### config.mk
export PLATFORM = sky130hd
export DESIGN_NAME = mm_buff_drain
export DESIGN_NICKNAME = d
export VERILOG_FILES = /design/src/common/mm_buff_pkg.sv /design/src/mm_buff/mm_buff_drain.sv
export SDC_FILE = /design/constraint.sdc
export NUM_CORES = 1
export LEC_CHECK = 0
export BUFFER_PORTS_ARGS = -buffer_cell sky130_fd_sc_hd__buf_2
export CORE_AREA = 2 2 119 121
export DETAILED_ROUTE_END_ITERATION = 10
export DIE_AREA = 0 0 121 123
export PLACE_DENSITY = 0.43
export SETUP_SLACK_MARGIN = 0.05
export SLEW_MARGIN = 20
export SYNTH_ARGS = -nofsm -noshare
export SYNTH_HDL_FRONTEND = slang
export SYNTH_SLANG_ARGS = --single-unit
### constraint.sdc
create_clock -name vclk -period 0.8
set_input_delay 0.08 -clock vclk [all_inputs]
set_output_delay 0.08 -clock vclk [all_outputs]
set_load 0.05 [all_outputs]
### src/common/mm_buff_pkg.sv
package mm_buff_pkg;

    // Scratchpad line geometry
    localparam int LINE_BYTES = 16;
    localparam int LINE_W = LINE_BYTES * 8;

    // Byte address and its line part
    localparam int ADDR_W = 12;
    localparam int LINE_ADDR_W = 8;

    // Row and column counts are stored minus one
    localparam int CNT_W = 4;

    typedef struct packed {
        logic [ADDR_W-1:0] start_addr;
        logic [CNT_W-1:0]  row_len;
        logic [CNT_W-1:0]  col_len;
    } mm_cmd_t;

    // One aligned line handed to a lane
    typedef struct packed {
        logic              load;
        logic [LINE_W-1:0] data;
    } mm_lane_load_t;

endpackage

### src/mm_buff/mm_buff_drain.sv
`timescale 1ns/1ps

module mm_buff_drain #(
    parameter int NUM_LANES = 16
) (
    input  logic [NUM_LANES-1:0]           lane_vld,
    input  logic [7:0]                     lane_byte [NUM_LANES],
    input  logic [NUM_LANES-1:0]           lane_last,
    input  logic                           load_pend,

    output logic [NUM_LANES-1:0]           mxu_vld,
    output logic [mm_buff_pkg::LINE_W-1:0] mxu_data,
    output logic                           mxu_end
);

    logic any_last;
    logic any_short;

    assign mxu_vld = lane_vld;

    // Idle lanes put zero on the bus
    always_comb begin
        mxu_data = '0;
        for (int i = 0; i < NUM_LANES; i++) begin
            mxu_data[i*8 +: 8] = lane_vld[i] ? lane_byte[i] : 8'h00;
        end
    end

    assign any_last  = |lane_last;
    assign any_short = |(lane_vld & ~lane_last);

    // Lanes finish in order, so the last byte with nothing behind it ends the stream.
    // A lane still being loaded counts as behind it when rows are one column wide.
    assign mxu_end = any_last & ~any_short & ~load_pend;

endmodule

==> results_dict.tcl <==
set metrics [dict create \
    yosysWarnings 0 \
    yosys.area.top_type_share_pct 68.3 \
    rsz0062_at_grt "true" \
    numPortBuffers 306 \
    pin_count 306 \
    nFillCells 1511 \
    postSynthCellCount 175 \
    p_comb_share_pct 100.0 \
    routedWlPerCell_um 12.4 \
    startpoint_type "primary input" \
    vias 2328 \
    peakVddDrop_uv 254 \
    grt.overflow.total 0 \
    crit_arrival_ps 1040 \
    die_y_um 123 \
    fp.coreArea_mm2 0.0136 \
    avgSynthCellArea_um2 6.28 \
    yosys.area.top_type "and2_1" \
    drtIter0Drc 25 \
    n_clock_buffer 0 \
    register_area_um2 0 \
    synthDistinctLibCells 11 \
    pre_cts_slack_ps -388 \
    grt_pass1_vias 2124 \
    detail-route-antenna-nets 0 \
    synthMostInstantiatedCell "and2_1" \
    nNetsFinal 646 \
    critPathKind "primary input to primary output" \
    internal-power_w 0.00114 \
    dp_hpwl_um 7030 \
    viasPerCell 3.50 \
    start_util_pct 8.08 \
    wl_um 8270 \
    power.total_w 0.00305 \
    drcViolationCount 0 \
    grt_pass1_wl_um 10600 \
    seq_cell_count 0 \
    fin_crit_ps 1120 \
    critPathLaunch "lane_last[4]" \
    netlist_area_mm2 0.00110 \
    gp_congestion 0.797 \
    status "finished, violations left" \
    ys_top_cells_by_count "120 x and2_1, 16 x buf_4, 15 x inv_1" \
    fp-row-count 43 \
    maxSlewHeadroom_pct 81.2 \
    worst_ep_required_time_ps 720 \
    p_sw_w 0.00191 \
    violations "negative setup slack" \
    hold_viol 0 \
    die-area_mm2 0.0149 \
    ys_seq_area_share_pct 0 \
    p_clk_share_pct 0 \
    pwr-share-seq_pct 0 \
    hp-class "primary input to primary output" \
    final_layout_size_suffix_gt1_share_pct 74.5 \
    cp-end-kind "primary output" \
    hp-start "lane_vld[12]" \
    worst_slack_ps -317 \
    setup_viol 1 \
    grt_max_degree 11 \
    switching_share_pct 62.7 \
    antenna_found_initial 4 \
    synthTopCellsByArea "and2_1 68%, buf_4 11%, and2_2 5.5%" \
    synthesis.nets 336 \
    worst-slew-pin-transition_ps 279 \
    grt_usage_pct 9.04 \
    p_leak_nw 2.01 \
    slew_viol_final 0 \
    firstDrtPassIters 4 \
    fin_crit_sh_pct 140 \
    max_freq_ghz 0.895 \
    critPathMaxFanout 2 \
    die_x_um 121 \
    drv_cap 0 \
    p_per_area_mw_per_mm2 847 \
    area_growth_pct 227 \
]
==> kinds of logic (layout without fill, tap and decap cells) <==
family / Yosys count / in the layout / synth area share (%)
compound gates: 8 / 8 / 5.69
simple gates: 135 / 135 / 77.9
other cells: 0 / 2 / 0
buf+inv: 32 / 340 / 16.4
==> routing by layer <==
metal | global-route usage (%) | routed length [um] | vias to the layer above
met5 | 0 | 13 | -
met1 | 10.2 | 2920 | 1013
met3 | 2.44 | 946 | 6
met2 | 17.7 | 4370 | 158
li1 | - | - | 1149
met4 | 0.436 | 27 | 2
==> power groups by stage <==
| stage | logic [W] | clock network, W | registers, W |
|---|---|---|---|
| 2_1_floorplan | 0.00173 | 0 | 0 |
| 3_3_place_gp | 0.00261 | 0 | 0 |
| 3_5_place_dp | 0.00260 | 0 | 0 |
| 4_1_cts | 0.00288 | 0 | 0 |
| 5_1_grt | 0.00318 | 0.000000000167 | 0 |
| 6_report | 0.00305 | 0.000000000334 | 0 |
==> area by class of cell <==
type / count / area, um^2 / area share [%]
diodes: 2 / 5.00 / 0.139
multi-input cells: 143 / 1000 / 27.9
well taps: 180 / 225 / 6.26
repair buffers: 324 / 2300 / 63.9
inverters: 16 / 65.1 / 1.81
==> layout by cell type, fill, tap and decap left out <==
master and instances:
a2111oi_2 1, a222oi_1 1, and2_1 109, and2_2 8, and2_4 11, and4_4 1
buf_12 1, buf_2 183, buf_4 59, buf_6 79, buf_8 2, diode_2 2
inv_1 8, inv_2 6, inv_4 2, nand4_1 1, nor4_1 2, nor4_2 2
nor4_4 1, o22ai_1 2, o22ai_2 4
==> per-stage QoR <==
| stage | cells | setup TNS [ps] | util, % | cell area [um^2] | hold WS [ps] |
|---|---|---|---|---|---|
| after floorplan | 175 | -93.9 | - | 1100 | 327 |
| after global placement | 663 | -839 | 21.2 | 2890 | 499 |
| after detailed placement | 663 | -790 | 21.2 | 2890 | 495 |
| after CTS | 663 | -345 | 24.3 | 3310 | 472 |
| after global routing | 664 | -382 | 26.4 | 3590 | 480 |
| final | 665 | -317 | 26.4 | 3600 | 472 |
==> what timing repair did <==
item                                    in CTS  in global routing
setup buffers                                0                  0
pin swaps                                    5                  5
endpoints found under the setup margin     106                 83
resized for setup                          148                 95
hold buffers                                 0                  0
==> critical path, cell delays in order <==
cell and delay [ps]:
buf_8 100, nor4_4 260, buf_4 140, nand4_1 100, and4_4 210, buf_12 140
==> path summary, 6_finish.rpt <==
path	endpoint	slack [ps]	cells past startpoint
hold / removal	mxu_vld[12]	470	2
setup / recovery	mxu_end	-320	6
Power figures use the tool's default switching activity.
