--- src/common/mm_buff_pkg.sv ---
package mm_buff_pkg;

    // Scratchpad line geometry
    localparam int LINE_BYTES = 16;
    localparam int LINE_W = LINE_BYTES * 8;

    // Byte address and its line part
    localparam int ADDR_W = 12;
    localparam int LINE_ADDR_W = 8;

    // Row and column counts are stored minus one
    localparam int CNT_W = 4;

    typedef struct packed {
        logic [ADDR_W-1:0] start_addr;
        logic [CNT_W-1:0]  row_len;
        logic [CNT_W-1:0]  col_len;
    } mm_cmd_t;

    // One aligned line handed to a lane
    typedef struct packed {
        logic              load;
        logic [LINE_W-1:0] data;
    } mm_lane_load_t;

endpackage

--- src/mm_buff/mm_buff_lane.sv ---
`timescale 1ns/1ps

module mm_buff_lane (
    input  logic                          clk,
    input  logic                          arst_n,

    input  mm_buff_pkg::mm_lane_load_t    load,
    input  logic [mm_buff_pkg::CNT_W-1:0] col_len,

    output logic                          out_vld,
    output logic [7:0]                    out_byte,
    output logic                          out_last
);

    localparam int LINE_W = mm_buff_pkg::LINE_W;

    logic [LINE_W-1:0]             line_q;
    logic [mm_buff_pkg::CNT_W-1:0] col_cnt_q;

    always_ff @(posedge clk or negedge arst_n) begin
        if (!arst_n) begin
            out_vld   <= 1'b0;
            col_cnt_q <= '0;
        end else if (load.load) begin
            out_vld   <= 1'b1;
            col_cnt_q <= '0;
        end else if (out_vld) begin
            col_cnt_q <= col_cnt_q + 1'b1;
            // Row done after its last column
            if (out_last) begin
                out_vld <= 1'b0;
            end
        end
    end

    // Shift the row down one byte per column
    always_ff @(posedge clk) begin
        if (load.load) begin
            line_q <= load.data;
        end else if (out_vld) begin
            line_q <= {line_q[7:0], line_q[LINE_W-1:8]};
        end
    end

    assign out_byte = line_q[7:0];
    assign out_last = out_vld & (col_cnt_q == col_len);

endmodule

--- config.mk ---
export PLATFORM = sky130hd
export DESIGN_NAME = mm_buff_lane
export DESIGN_NICKNAME = d
export VERILOG_FILES = /design/src/common/mm_buff_pkg.sv /design/src/mm_buff/mm_buff_lane.sv
export SDC_FILE = /design/constraint.sdc
export NUM_CORES = 1
export LEC_CHECK = 0
export BUFFER_PORTS_ARGS = -buffer_cell sky130_fd_sc_hd__buf_2
export CAP_MARGIN = 40
export CORE_AREA = 4 4 160 162
export DETAILED_ROUTE_END_ITERATION = 12
export DIE_AREA = 0 0 164 166
export SLEW_MARGIN = 40
export SYNTH_ARGS = -nofsm -noshare
export SYNTH_HDL_FRONTEND = slang
export SYNTH_SLANG_ARGS = --single-unit
export TNS_END_PERCENT = 50
--- constraint.sdc ---
create_clock -name clk -period 3.3 [get_ports clk]
set_input_delay 0.33 -clock clk [delete_from_list [all_inputs] [get_ports clk]]
set_output_delay 0.33 -clock clk [all_outputs]
set_load 0.02 [all_outputs]
==> flow_metrics.env, run 1 <==
export IMPL_outcome="finished, final reports clean"
export IMPL_fin_ws_ns=1.205
export IMPL_min_period_ns=2.095
export IMPL_drc=0
export IMPL_cpMaxStageDelayCell="dfrtp_1"
export IMPL_synth_avg_cell_area_um2=19.48
export IMPL_cts_buffers=17
export IMPL_drtIter0Drc=169
export IMPL_synth_edf_count=128
export IMPL_wl_per_cell_um=16.64
export IMPL_yosys_warnings=0
export IMPL_clockBufferDepth=2
export IMPL_startpoint_type="flop"
export IMPL_die_w_um=164
export IMPL_gp_congestion=0.7204
export IMPL_cellLeakagePower_uw=0.003121
export IMPL_tns_ns=0
export IMPL_syn_inst=305
export IMPL_ir_worst_vdd_uv=269.7
export IMPL_io_buffers=144
export IMPL_syn2layout_area_growth_pct=27.04
export IMPL_drt_first_pass_iters=4
export IMPL_hold_depth=2
export IMPL_synth_nets=441
export IMPL_critical_path_endpoint_type="output pin"
export IMPL_synth_seq_cells=133
export IMPL_grtUsageTotal_pct=9.678
export IMPL_totalWireLength_um=13080
export IMPL_grt_start_max_net_pins=81
export IMPL_cts_hold_buffers=1
export IMPL_max_stage_delay_ns=0.44
export IMPL_cp_num_buf_inv=1
export IMPL_worst_slew_pin_slew_ns=0.6363
export IMPL_die_area_um2=27220
export IMPL_fin_hold_ws_ns=0.2193
export IMPL_synthFlopType="edfxtp_1"
export IMPL_rr_worst_depth=2
export IMPL_crit_fanout=4
export IMPL_synth_top_cell_by_area="edfxtp_1"
export IMPL_netlist_area_um2=5942
export IMPL_core_area_um2=24110
export IMPL_cap_viol_max_count=0
export IMPL_clock_root_buffer="clkbuf_16"
export IMPL_start_util_pct=24.65
export IMPL_skew_ns=0.008085
export IMPL_die_h_um=166
export IMPL_critPathRequiredTime_ns=2.97
export IMPL_drtAntennaViolNets=0
export IMPL_clock_latency_ns=0.41
export IMPL_grt_pass1_vias=3506
export IMPL_hold_path_class="in -> reg"
export IMPL_pre_cts_ws_ns=1.354
export IMPL_vias=3117
export IMPL_synth_most_common_cell="edfxtp_1"
export IMPL_htree_levels=4
export IMPL_dpl_hpwl_um=9089
export IMPL_slew_headroom_pct=57.58
export IMPL_crit_family="simple AND/OR/NAND/NOR gates"
export IMPL_io_pins=145
export IMPL_seq_area_frac_synth_pct=66.79
export IMPL_fmax_mhz=477.4
export IMPL_cp_arrival_ns=1.76
export IMPL_grt_setup_unrepaired="no"
export IMPL_async_reset_ff_share_pct=3.759
export IMPL_synth_area_leaders="edfxtp_1 65%, mux2_2 14%, mux2_4 14%, dfrtp_1 2.1%, buf_6 1.5%"
export IMPL_period_share_pct=63.47
export IMPL_drive_gt1_share_pct=65.80
export IMPL_n_antenna_cell=0
export IMPL_setup_viol=0
export IMPL_fp_row_count=57
export IMPL_slew_viol_final=0
export IMPL_overflow=0
export IMPL_clkTransAtPathRegs_ns=0.06
export IMPL_crit_chain="xor2_1 > nor4_1 > and2_1 > buf_2"
export IMPL_final_nets=585
export IMPL_layout_cells_non_filler=786
export IMPL_grt_pass1_wl_um=19640
export IMPL_path_depth=4
export IMPL_cts_sinks=133
export IMPL_cts_tree="done"
export IMPL_hold_viol=0
export IMPL_synth_top_area_share_pct=64.69
export IMPL_synth_cell_type_count=19
export IMPL_powerDensity_nw_per_um2=617.6
export IMPL_cts_resized=0
export IMPL_post_cts_buffers=0
export IMPL_viasPerCell=3.966
export IMPL_antenna_found_initial=2
export IMPL_synth_common_cells="128 x edfxtp_1, 74 x mux2_2, 54 x mux2_4"
export IMPL_criticalPathCategory="reg -> out"
export IMPL_dp_cells=753
[placed cells by master, fill, tap and decap left out, drive strengths merged]
master	netlist	layout
xor2	6	6
mux2	128	128
nand4	1	1
dlygate4sd3	0	1
or2	1	1
ha	1	1
bufinv	0	4
inv	1	1
o21bai	1	1
edfxtp	128	128
nor2	4	4
and2	1	1
dfrtp	5	5
xnor2	1	1
mux2i	1	1
clkinv	0	7
nor4	1	1
nand2	1	1
clkbuf	0	20
clkinvlp	0	1
buf	24	148
[worst reg2reg max path, stage by stage, from the launching register on]
cell	delay, ns
dfrtp_1	0.50
or2_4	0.19
buf_4	0.52
[layer usage]
metal | wire (um) | track usage (%)
met4 | 123 | 3.063
met1 | 6112 | 12.88
met2 | 5828 | 14.51
met5 | 21 | 0
met3 | 993 | 3.797
[power by group]
part           total, uW  internal (uW)  switching, uW
sequential          2220           2130           90.7
combinational        477            289            187
clock               1960           1250            708
[metrics by stage]
stage / cell area [um^2] / util [%] / total power (uW)
after floorplan: 5942 / - / 2563
after global placement: 6942 / 28.80 / 2734
after detailed placement: 6942 / 28.80 / 2748
after CTS: 7548 / 31.31 / 4744
after global routing: 7548 / 31.31 / 4872
final: 7548 / 31.31 / 4662
[registers in the layout, indices dropped and copies added, names as in the netlist]
signal,count
col_cnt_q,4
out_vld,1
line_q,128
[area by class of cell]
type                    instances  area (um^2)
well taps                     324        405.4
clock inverters                12        160.2
flip-flops and latches        133         3969
multi-input cells             147         1782
repair buffers                149        792.0
fillers                      2405        16560
inverters                       1        3.754
clock buffers                  20        436.7
[kinds of logic (layout without fill, tap and decap cells)]
family          Yosys count  in the layout  share of synthesized area [%]
compound gates            1              1                         0.1264
xor+xnor                  7              7                          1.032
fa+ha+maj                 1              1                         0.2105
buf+inv                  25            182                          3.264
flops                   133            133                          66.79
mux                     129            129                          27.84
simple gates              9              9                         0.7371
[final timing paths]
| path | startpoint | endpoint | slack, ns |
|---|---|---|---|
| max in group asynchronous | arst_n | col_cnt_q[2] | 2.89 |
| max | col_cnt_q[0] | out_last | 1.21 |
| max reg2reg | out_vld | line_q[25] | 1.70 |
| min | load[117] | line_q[117] | 0.22 |
| min reg2reg | line_q[111] | line_q[103] | 0.54 |
| min in group asynchronous | arst_n | col_cnt_q[3] | 0.27 |
Power figures use the tool's default switching activity.
==> inputs of run 2 (changes only) <==
--- a/config.mk
+++ b/config.mk
@@ -5,11 +5,12 @@
 export SDC_FILE = /design/constraint.sdc
 export NUM_CORES = 1
 export LEC_CHECK = 0
+export ABC_AREA = 1
 export BUFFER_PORTS_ARGS = -buffer_cell sky130_fd_sc_hd__buf_2
 export CAP_MARGIN = 40
-export CORE_AREA = 4 4 160 162
+export CORE_AREA = 4 4 158 160
 export DETAILED_ROUTE_END_ITERATION = 12
-export DIE_AREA = 0 0 164 166
+export DIE_AREA = 0 0 162 164
 export SLEW_MARGIN = 40
 export SYNTH_ARGS = -nofsm -noshare
 export SYNTH_HDL_FRONTEND = slang
==> constraint.sdc (replaced) <==
create_clock -name clk -period 1.8 [get_ports clk]
set_input_delay 0.18 -clock clk [delete_from_list [all_inputs] [get_ports clk]]
set_output_delay 0.18 -clock clk [all_outputs]
set_load 0.02 [all_outputs]
==> run 2 against run 1 <==
Net effect: global-route usage is 1.3 points higher; synthesized area is 2.7% lower; hold slack worse by 0.19 ns; critical endpoint unchanged; largest cell class unchanged.
==> flow_metrics.env, run 2 <==
export IMPL_outcome="finished, final reports clean"
export IMPL_drive_gt1_share_pct=24.80
export IMPL_die_area_um2=26570
export IMPL_mostFrequentLayoutCell="nand2_1"
export IMPL_yosys_warnings=0
export IMPL_cts_sinks=133
export IMPL_die_w_um=162
export IMPL_async_reset_ff_share_pct=3.759
export IMPL_post_cts_buffers=0
export IMPL_grt_pass1_vias=4223
export IMPL_vias=4224
export IMPL_tns_ns=0
export IMPL_drt_first_pass_iters=4
export IMPL_cts_buffers=17
export IMPL_criticalPathCategory="reg -> out"
export IMPL_worstReg2RegStart="out_vld"
export IMPL_synth_top_area_share_pct=66.45
export IMPL_synth_edf_count=128
export IMPL_grt_setup_unrepaired="no"
export IMPL_synth_seq_cells=133
export IMPL_synth_most_common_cell="nand2_1"
export IMPL_clockBufferDepth=2
export IMPL_cellLeakagePower_uw=0.003636
export IMPL_cpMaxStageDelayCell="dfrtp_1"
export IMPL_antenna_found_initial=0
export IMPL_start_util_pct=24.72
export IMPL_worst_slew_pin_slew_ns=0.5465
export IMPL_seq_area_frac_synth_pct=68.61
export IMPL_mostFrequentLayoutCells="404 x nand2_1, 142 x buf_2, 128 x edfxtp_1"
export IMPL_grt_start_max_net_pins=129
export IMPL_fillers=2517
export IMPL_largest_reg_flops=128
export IMPL_dr_wl_met2_um=6646
export IMPL_wl_met1_um=6594
export IMPL_setup_viol=0
export IMPL_max_stage_delay_ns=0.37
export IMPL_skew_ns=0.008774
export IMPL_crit_family="simple AND/OR/NAND/NOR gates"
export IMPL_io_buffers=144
export IMPL_htree_levels=4
export IMPL_cp_num_buf_inv=2
export IMPL_dpl_cell_area_um2=6859
export IMPL_synth_top_cell_by_area="edfxtp_1"
export IMPL_slew_headroom_pct=63.57
export IMPL_route_met3_wl_um=1066
export IMPL_hold_path_startpoint="load[15]"
export IMPL_largest_registers="line_q x128, col_cnt_q x4, out_vld x1"
export IMPL_routed_top_layer="met4"
export IMPL_die_h_um=164
export IMPL_path_depth=7
export IMPL_period_share_pct=94.35
export IMPL_dpl_hpwl_um=10160
export IMPL_slew_viol_final=0
export IMPL_core_area_um2=23400
export IMPL_drtAntennaViolNets=0
export IMPL_rr_worst_depth=3
export IMPL_clock_latency_ns=0.42
export IMPL_synth_common_cells="405 x nand2_1, 128 x edfxtp_1, 22 x buf_2"
export IMPL_worst_path_most_repeated_cell="nand2_1"
export IMPL_overflow=0
export IMPL_totalWireLength_um=14460
export IMPL_gp_congestion=0.7882
export IMPL_fin_hold_ws_ns=0.03017
export IMPL_synth_nets=732
export IMPL_wl_per_cell_um=13.57
export IMPL_fmax_mhz=588.8
export IMPL_crit_chain="inv_1 > nand2_1 > nand2_1 > nor2_1 > nand2_1 > nor2_1 > buf_4"
export IMPL_crit_fanout=3
export IMPL_critical_path_endpoint_type="output pin"
export IMPL_ir_worst_vdd_uv=542.4
export IMPL_hold_depth=3
export IMPL_synth_area_leaders="edfxtp_1 66%, nand2_1 26%, dfrtp_1 2.2%, buf_2 1.9%, buf_4 1.2%"
export IMPL_fin_area_um2=7498
export IMPL_worstSetupStartpoint="col_cnt_q[1]"
export IMPL_cts_tree="done"
export IMPL_clkTransAtPathRegs_ns=0.06
export IMPL_synth_cell_type_count=15
export IMPL_powerDensity_nw_per_um2=1116
export IMPL_drtIter0Drc=245
export IMPL_syn_inst=596
export IMPL_pre_cts_ws_ns=0.3639
export IMPL_cap_viol_max_count=0
export IMPL_fp_row_count=56
export IMPL_io_pins=145
export IMPL_syn2layout_area_growth_pct=29.63
export IMPL_hold_path_class="in -> reg"
export IMPL_startpoint_type="flop"
export IMPL_synthFlopType="edfxtp_1"
export IMPL_netlist_area_um2=5784
export IMPL_hold_viol=0
export IMPL_grtUsageTotal_pct=11.02
export IMPL_fin_ws_ns=0.1018
export IMPL_viasPerCell=3.966
export IMPL_n_antenna_cell=0
export IMPL_grt_pass1_wl_um=22140
export IMPL_cp_arrival_ns=1.52
export IMPL_synth_avg_cell_area_um2=9.705
export IMPL_critPathRequiredTime_ns=1.62
export IMPL_clock_root_buffer="clkbuf_16"
export IMPL_min_period_ns=1.698
export IMPL_top_register="line_q"
export IMPL_final_nets=869
export IMPL_drc=0
run 2: final cells by class:
type	count	area (um^2)	share of cell area [%]
inverters	10	40.04	0.5340
multi-input cells	417	1598	21.31
repair buffers	154	865.8	11.55
clock inverters	15	201.4	2.686
well taps	319	399.1	5.323
flip-flops and latches	133	3969	52.93
clock buffers	17	425.4	5.673
run 2: logic make-up (layout without fill, tap and decap cells):
logic type	after synthesis	count (layout)	synth area share, %
AOI/OAI and AO/OA	4	4	0.3459
buffers and inverters	46	196	4.045
adders and majority gates	1	1	0.2163
DFF	133	133	68.61
and+or+nand+nor	412	412	26.78
run 2: worst reg2reg max path, delay by kind of cell (launching register included):
family                 cells  cell delay [ns]
flip-flops                 1             0.42
AND/OR/NAND/NOR            1             0.26
buffers and inverters      2             0.45
run 2: report_power, final:
part / switching [uW] / total, uW / leakage (uW) / internal, uW
Clock: 1370 / 3700 / 0.000297 / 2330
Sequential: 125 / 3950 / 0.00146 / 3820
Combinational: 443 / 730 / 0.00188 / 287
Total: 1940 / 8370 / 0.00364 / 6440
run 2: per-layer routing:
metal | vias to the layer above | track usage [%]
li1 | 2168 | -
met1 | 1902 | 15.07
met2 | 139 | 16.82
met3 | 15 | 3.488
met4 | 0 | 3.345
met5 | - | 0
run 2: what timing repair did:
item,4_1_cts,5_1_grt
resized for setup,0,1
hold buffers,1,0
endpoints found under the setup margin,0,1
endpoints found under the hold margin,5,0
run 2: final timing paths:
check	end	slack, ns
worst min register to register	line_q[15]	0.51
worst min-delay path	line_q[15]	0.03
worst max register to register	line_q[113]	0.36
max in group asynchronous	col_cnt_q[1]	1.54
min in group asynchronous	col_cnt_q[2]	0.12
worst max-delay path	out_last	0.10
run 2: per-stage QoR:
step	instances	util, %	power, uW
floorplan	596	-	4403
global placement	1032	29.31	4743
detailed placement	1032	29.31	4755
CTS	1065	32.03	8489
global route	1065	32.04	8737
finish	1065	32.04	8371
==> inputs of run 3 (changes only) <==
--- a/config.mk
+++ b/config.mk
@@ -9,6 +9,7 @@
 export BUFFER_PORTS_ARGS = -buffer_cell sky130_fd_sc_hd__buf_2
 export CAP_MARGIN = 40
 export CORE_AREA = 4 4 158 160
+export CTS_BUF_LIST = sky130_fd_sc_hd__clkbuf_8
 export DETAILED_ROUTE_END_ITERATION = 12
 export DIE_AREA = 0 0 162 164
 export SLEW_MARGIN = 40
==> run 3 against run 2 <==
Net effect: non-clock buffer count up 81; largest power group unchanged; count of clock-buffer cells in the layout unchanged; highest routed layer is now met5; critical endpoint unchanged; via count is 7.6% higher; largest cell class unchanged.
==> flow_metrics.env, run 3 (same netlist as run 2, synthesis figures left out) <==
export IMPL_clock_root_buffer="clkbuf_8"
export IMPL_hold_path_class="in -> reg"
export IMPL_grt_pass1_vias=4651
export IMPL_cts_sinks=133
export IMPL_cts_buffers=17
export IMPL_fp_row_count=56
export IMPL_period_share_pct=91.93
export IMPL_path_depth=7
export IMPL_outcome="finished, final reports clean"
export IMPL_criticalPathCategory="reg -> out"
export IMPL_gp_congestion=0.7882
export IMPL_ir_worst_vdd_uv=484.0
export IMPL_cp_arrival_ns=1.47
export IMPL_crit_family="simple AND/OR/NAND/NOR gates"
export IMPL_hold_depth=3
export IMPL_cpMaxStageDelayCell="dfrtp_1"
export IMPL_totalWireLength_um=15620
export IMPL_dpl_cell_area_um2=6859
export IMPL_grt_start_max_net_pins=129
export IMPL_cap_viol_max_count=0
export IMPL_drc=0
export IMPL_io_pins=145
export IMPL_fillers=2438
export IMPL_skew_ns=0.01779
export IMPL_powerDensity_nw_per_um2=934.9
export IMPL_crit_fanout=3
export IMPL_startpoint_type="flop"
export IMPL_critPathRequiredTime_ns=1.62
export IMPL_grtUsageTotal_pct=11.79
export IMPL_worst_path_most_repeated_cell="nand2_1"
export IMPL_die_h_um=164
export IMPL_drtAntennaViolNets=0
export IMPL_fmax_mhz=604.3
export IMPL_clockBufferDepth=2
export IMPL_clkTransAtPathRegs_ns=0.08
export IMPL_top_register="line_q"
export IMPL_die_area_um2=26570
export IMPL_clock_latency_ns=0.45
export IMPL_die_w_um=162
export IMPL_core_area_um2=23400
export IMPL_antenna_found_initial=1
export IMPL_viasPerCell=3.965
export IMPL_wl_per_cell_um=13.63
export IMPL_rr_worst_depth=3
export IMPL_mostFrequentLayoutCells="404 x nand2_1, 142 x buf_2, 128 x edfxtp_1"
export IMPL_slew_headroom_pct=61.92
export IMPL_min_period_ns=1.655
export IMPL_overflow=0
export IMPL_worst_slew_pin_slew_ns=0.5712
export IMPL_multi_input_area_um2=1600
export IMPL_final_nets=950
export IMPL_post_cts_buffers=0
export IMPL_n_antenna_cell=0
export IMPL_cp_num_buf_inv=2
export IMPL_seqCellArea_um2=3969
export IMPL_hold_viol=0
export IMPL_slew_viol_final=0
export IMPL_setup_viol=0
export IMPL_max_stage_delay_ns=0.37
export IMPL_grt_pass1_wl_um=24020
export IMPL_drtIter0Drc=258
export IMPL_start_util_pct=24.72
export IMPL_fin_area_um2=8120
export IMPL_io_buffers=144
export IMPL_critical_path_endpoint_type="output pin"
export IMPL_htree_levels=4
export IMPL_syn2layout_area_growth_pct=40.39
export IMPL_largest_registers="line_q x128, col_cnt_q x4, out_vld x1"
export IMPL_grt_setup_unrepaired="no"
export IMPL_tns_ns=0
export IMPL_cellLeakagePower_uw=0.003886
export IMPL_dpl_hpwl_um=10160
export IMPL_mostFrequentLayoutCell="nand2_1"
export IMPL_drt_first_pass_iters=5
export IMPL_drive_gt1_share_pct=22.49
export IMPL_largest_reg_flops=128
export IMPL_crit_chain="inv_1 > nand2_1 > nand2_1 > nor2_1 > nand2_1 > nor2_2 > buf_4"
export IMPL_cts_tree="done"
export IMPL_vias=4544
[run 3: changes by cell type in the layout (fill, tap and decap cells not counted)]
cell,change
nor2_1,-1
clkbuf_8,+17
nor2_2,+1
dlygate4sd3_1,+81
clkbuf_16,-17
[run 3: area by class of cell]
| cell class | instances | share of cell area, % |
|---|---|---|
| clock buffers | 17 | 2.881 |
| repair buffers | 235 | 20.65 |
| flip-flops and latches | 133 | 48.88 |
| multi-input cells | 417 | 19.71 |
| inverters | 10 | 0.4931 |
| well taps | 319 | 4.915 |
| clock inverters | 15 | 2.481 |
[run 3: per-layer routing]
metal / track usage (%) / routed length [um] / vias up / share of wire [%]
met4: 2.768 / 102 / 2 / 0.65
met3: 3.237 / 832 / 10 / 5.3
met2: 19.35 / 7507 / 120 / 48
met1: 15.63 / 7161 / 2085 / 46
li1: - / - / 2327 / -
met5: 0 / 13 / - / 0.083
[run 3: timing repair]
action                                 CTS  global route
resized for setup                        0             2
endpoints found under the hold margin   85             1
hold buffers                            81             1
setup endpoints to repair                0             1
[run 3: worst paths after layout]
check	endpoint	slack, ns	start
min in group asynchronous	col_cnt_q[1]	0.10	arst_n
setup reg to reg	line_q[113]	0.36	out_vld
hold / removal	line_q[25]	0.04	load[25]
max in group asynchronous	col_cnt_q[0]	1.56	arst_n
hold reg to reg	line_q[22]	0.51	line_q[30]
setup / recovery	out_last	0.15	col_cnt_q[1]
[run 3: worst register-to-register path, cell delays in order (launching register included)]
cell and delay [ns]:
dfrtp_1 0.42, inv_1 0.16, nand2_8 0.27, buf_4 0.29
[run 3: stage by stage]
step           hold WS [ns]  power, uW  instances  util (%)  setup slack (ns)
4_1_cts           0.0007636       7693       1145     34.63           0.05841
5_1_grt            0.009846       7954       1146     34.70          0.005289
6_report            0.03985       7592       1146     34.70            0.1452
3_5_place_dp       0.006462       4755       1032     29.31            0.3639
2_1_floorplan       -0.1156       4403        596         -            0.1851
3_3_place_gp        0.01114       4743       1032     29.31            0.3873
[run 3: power by group]
part | switching [uW] | internal (uW)
Clock | 1260 | 1520
Sequential | 125 | 3810
Combinational | 473 | 402
Total | 1860 | 5740
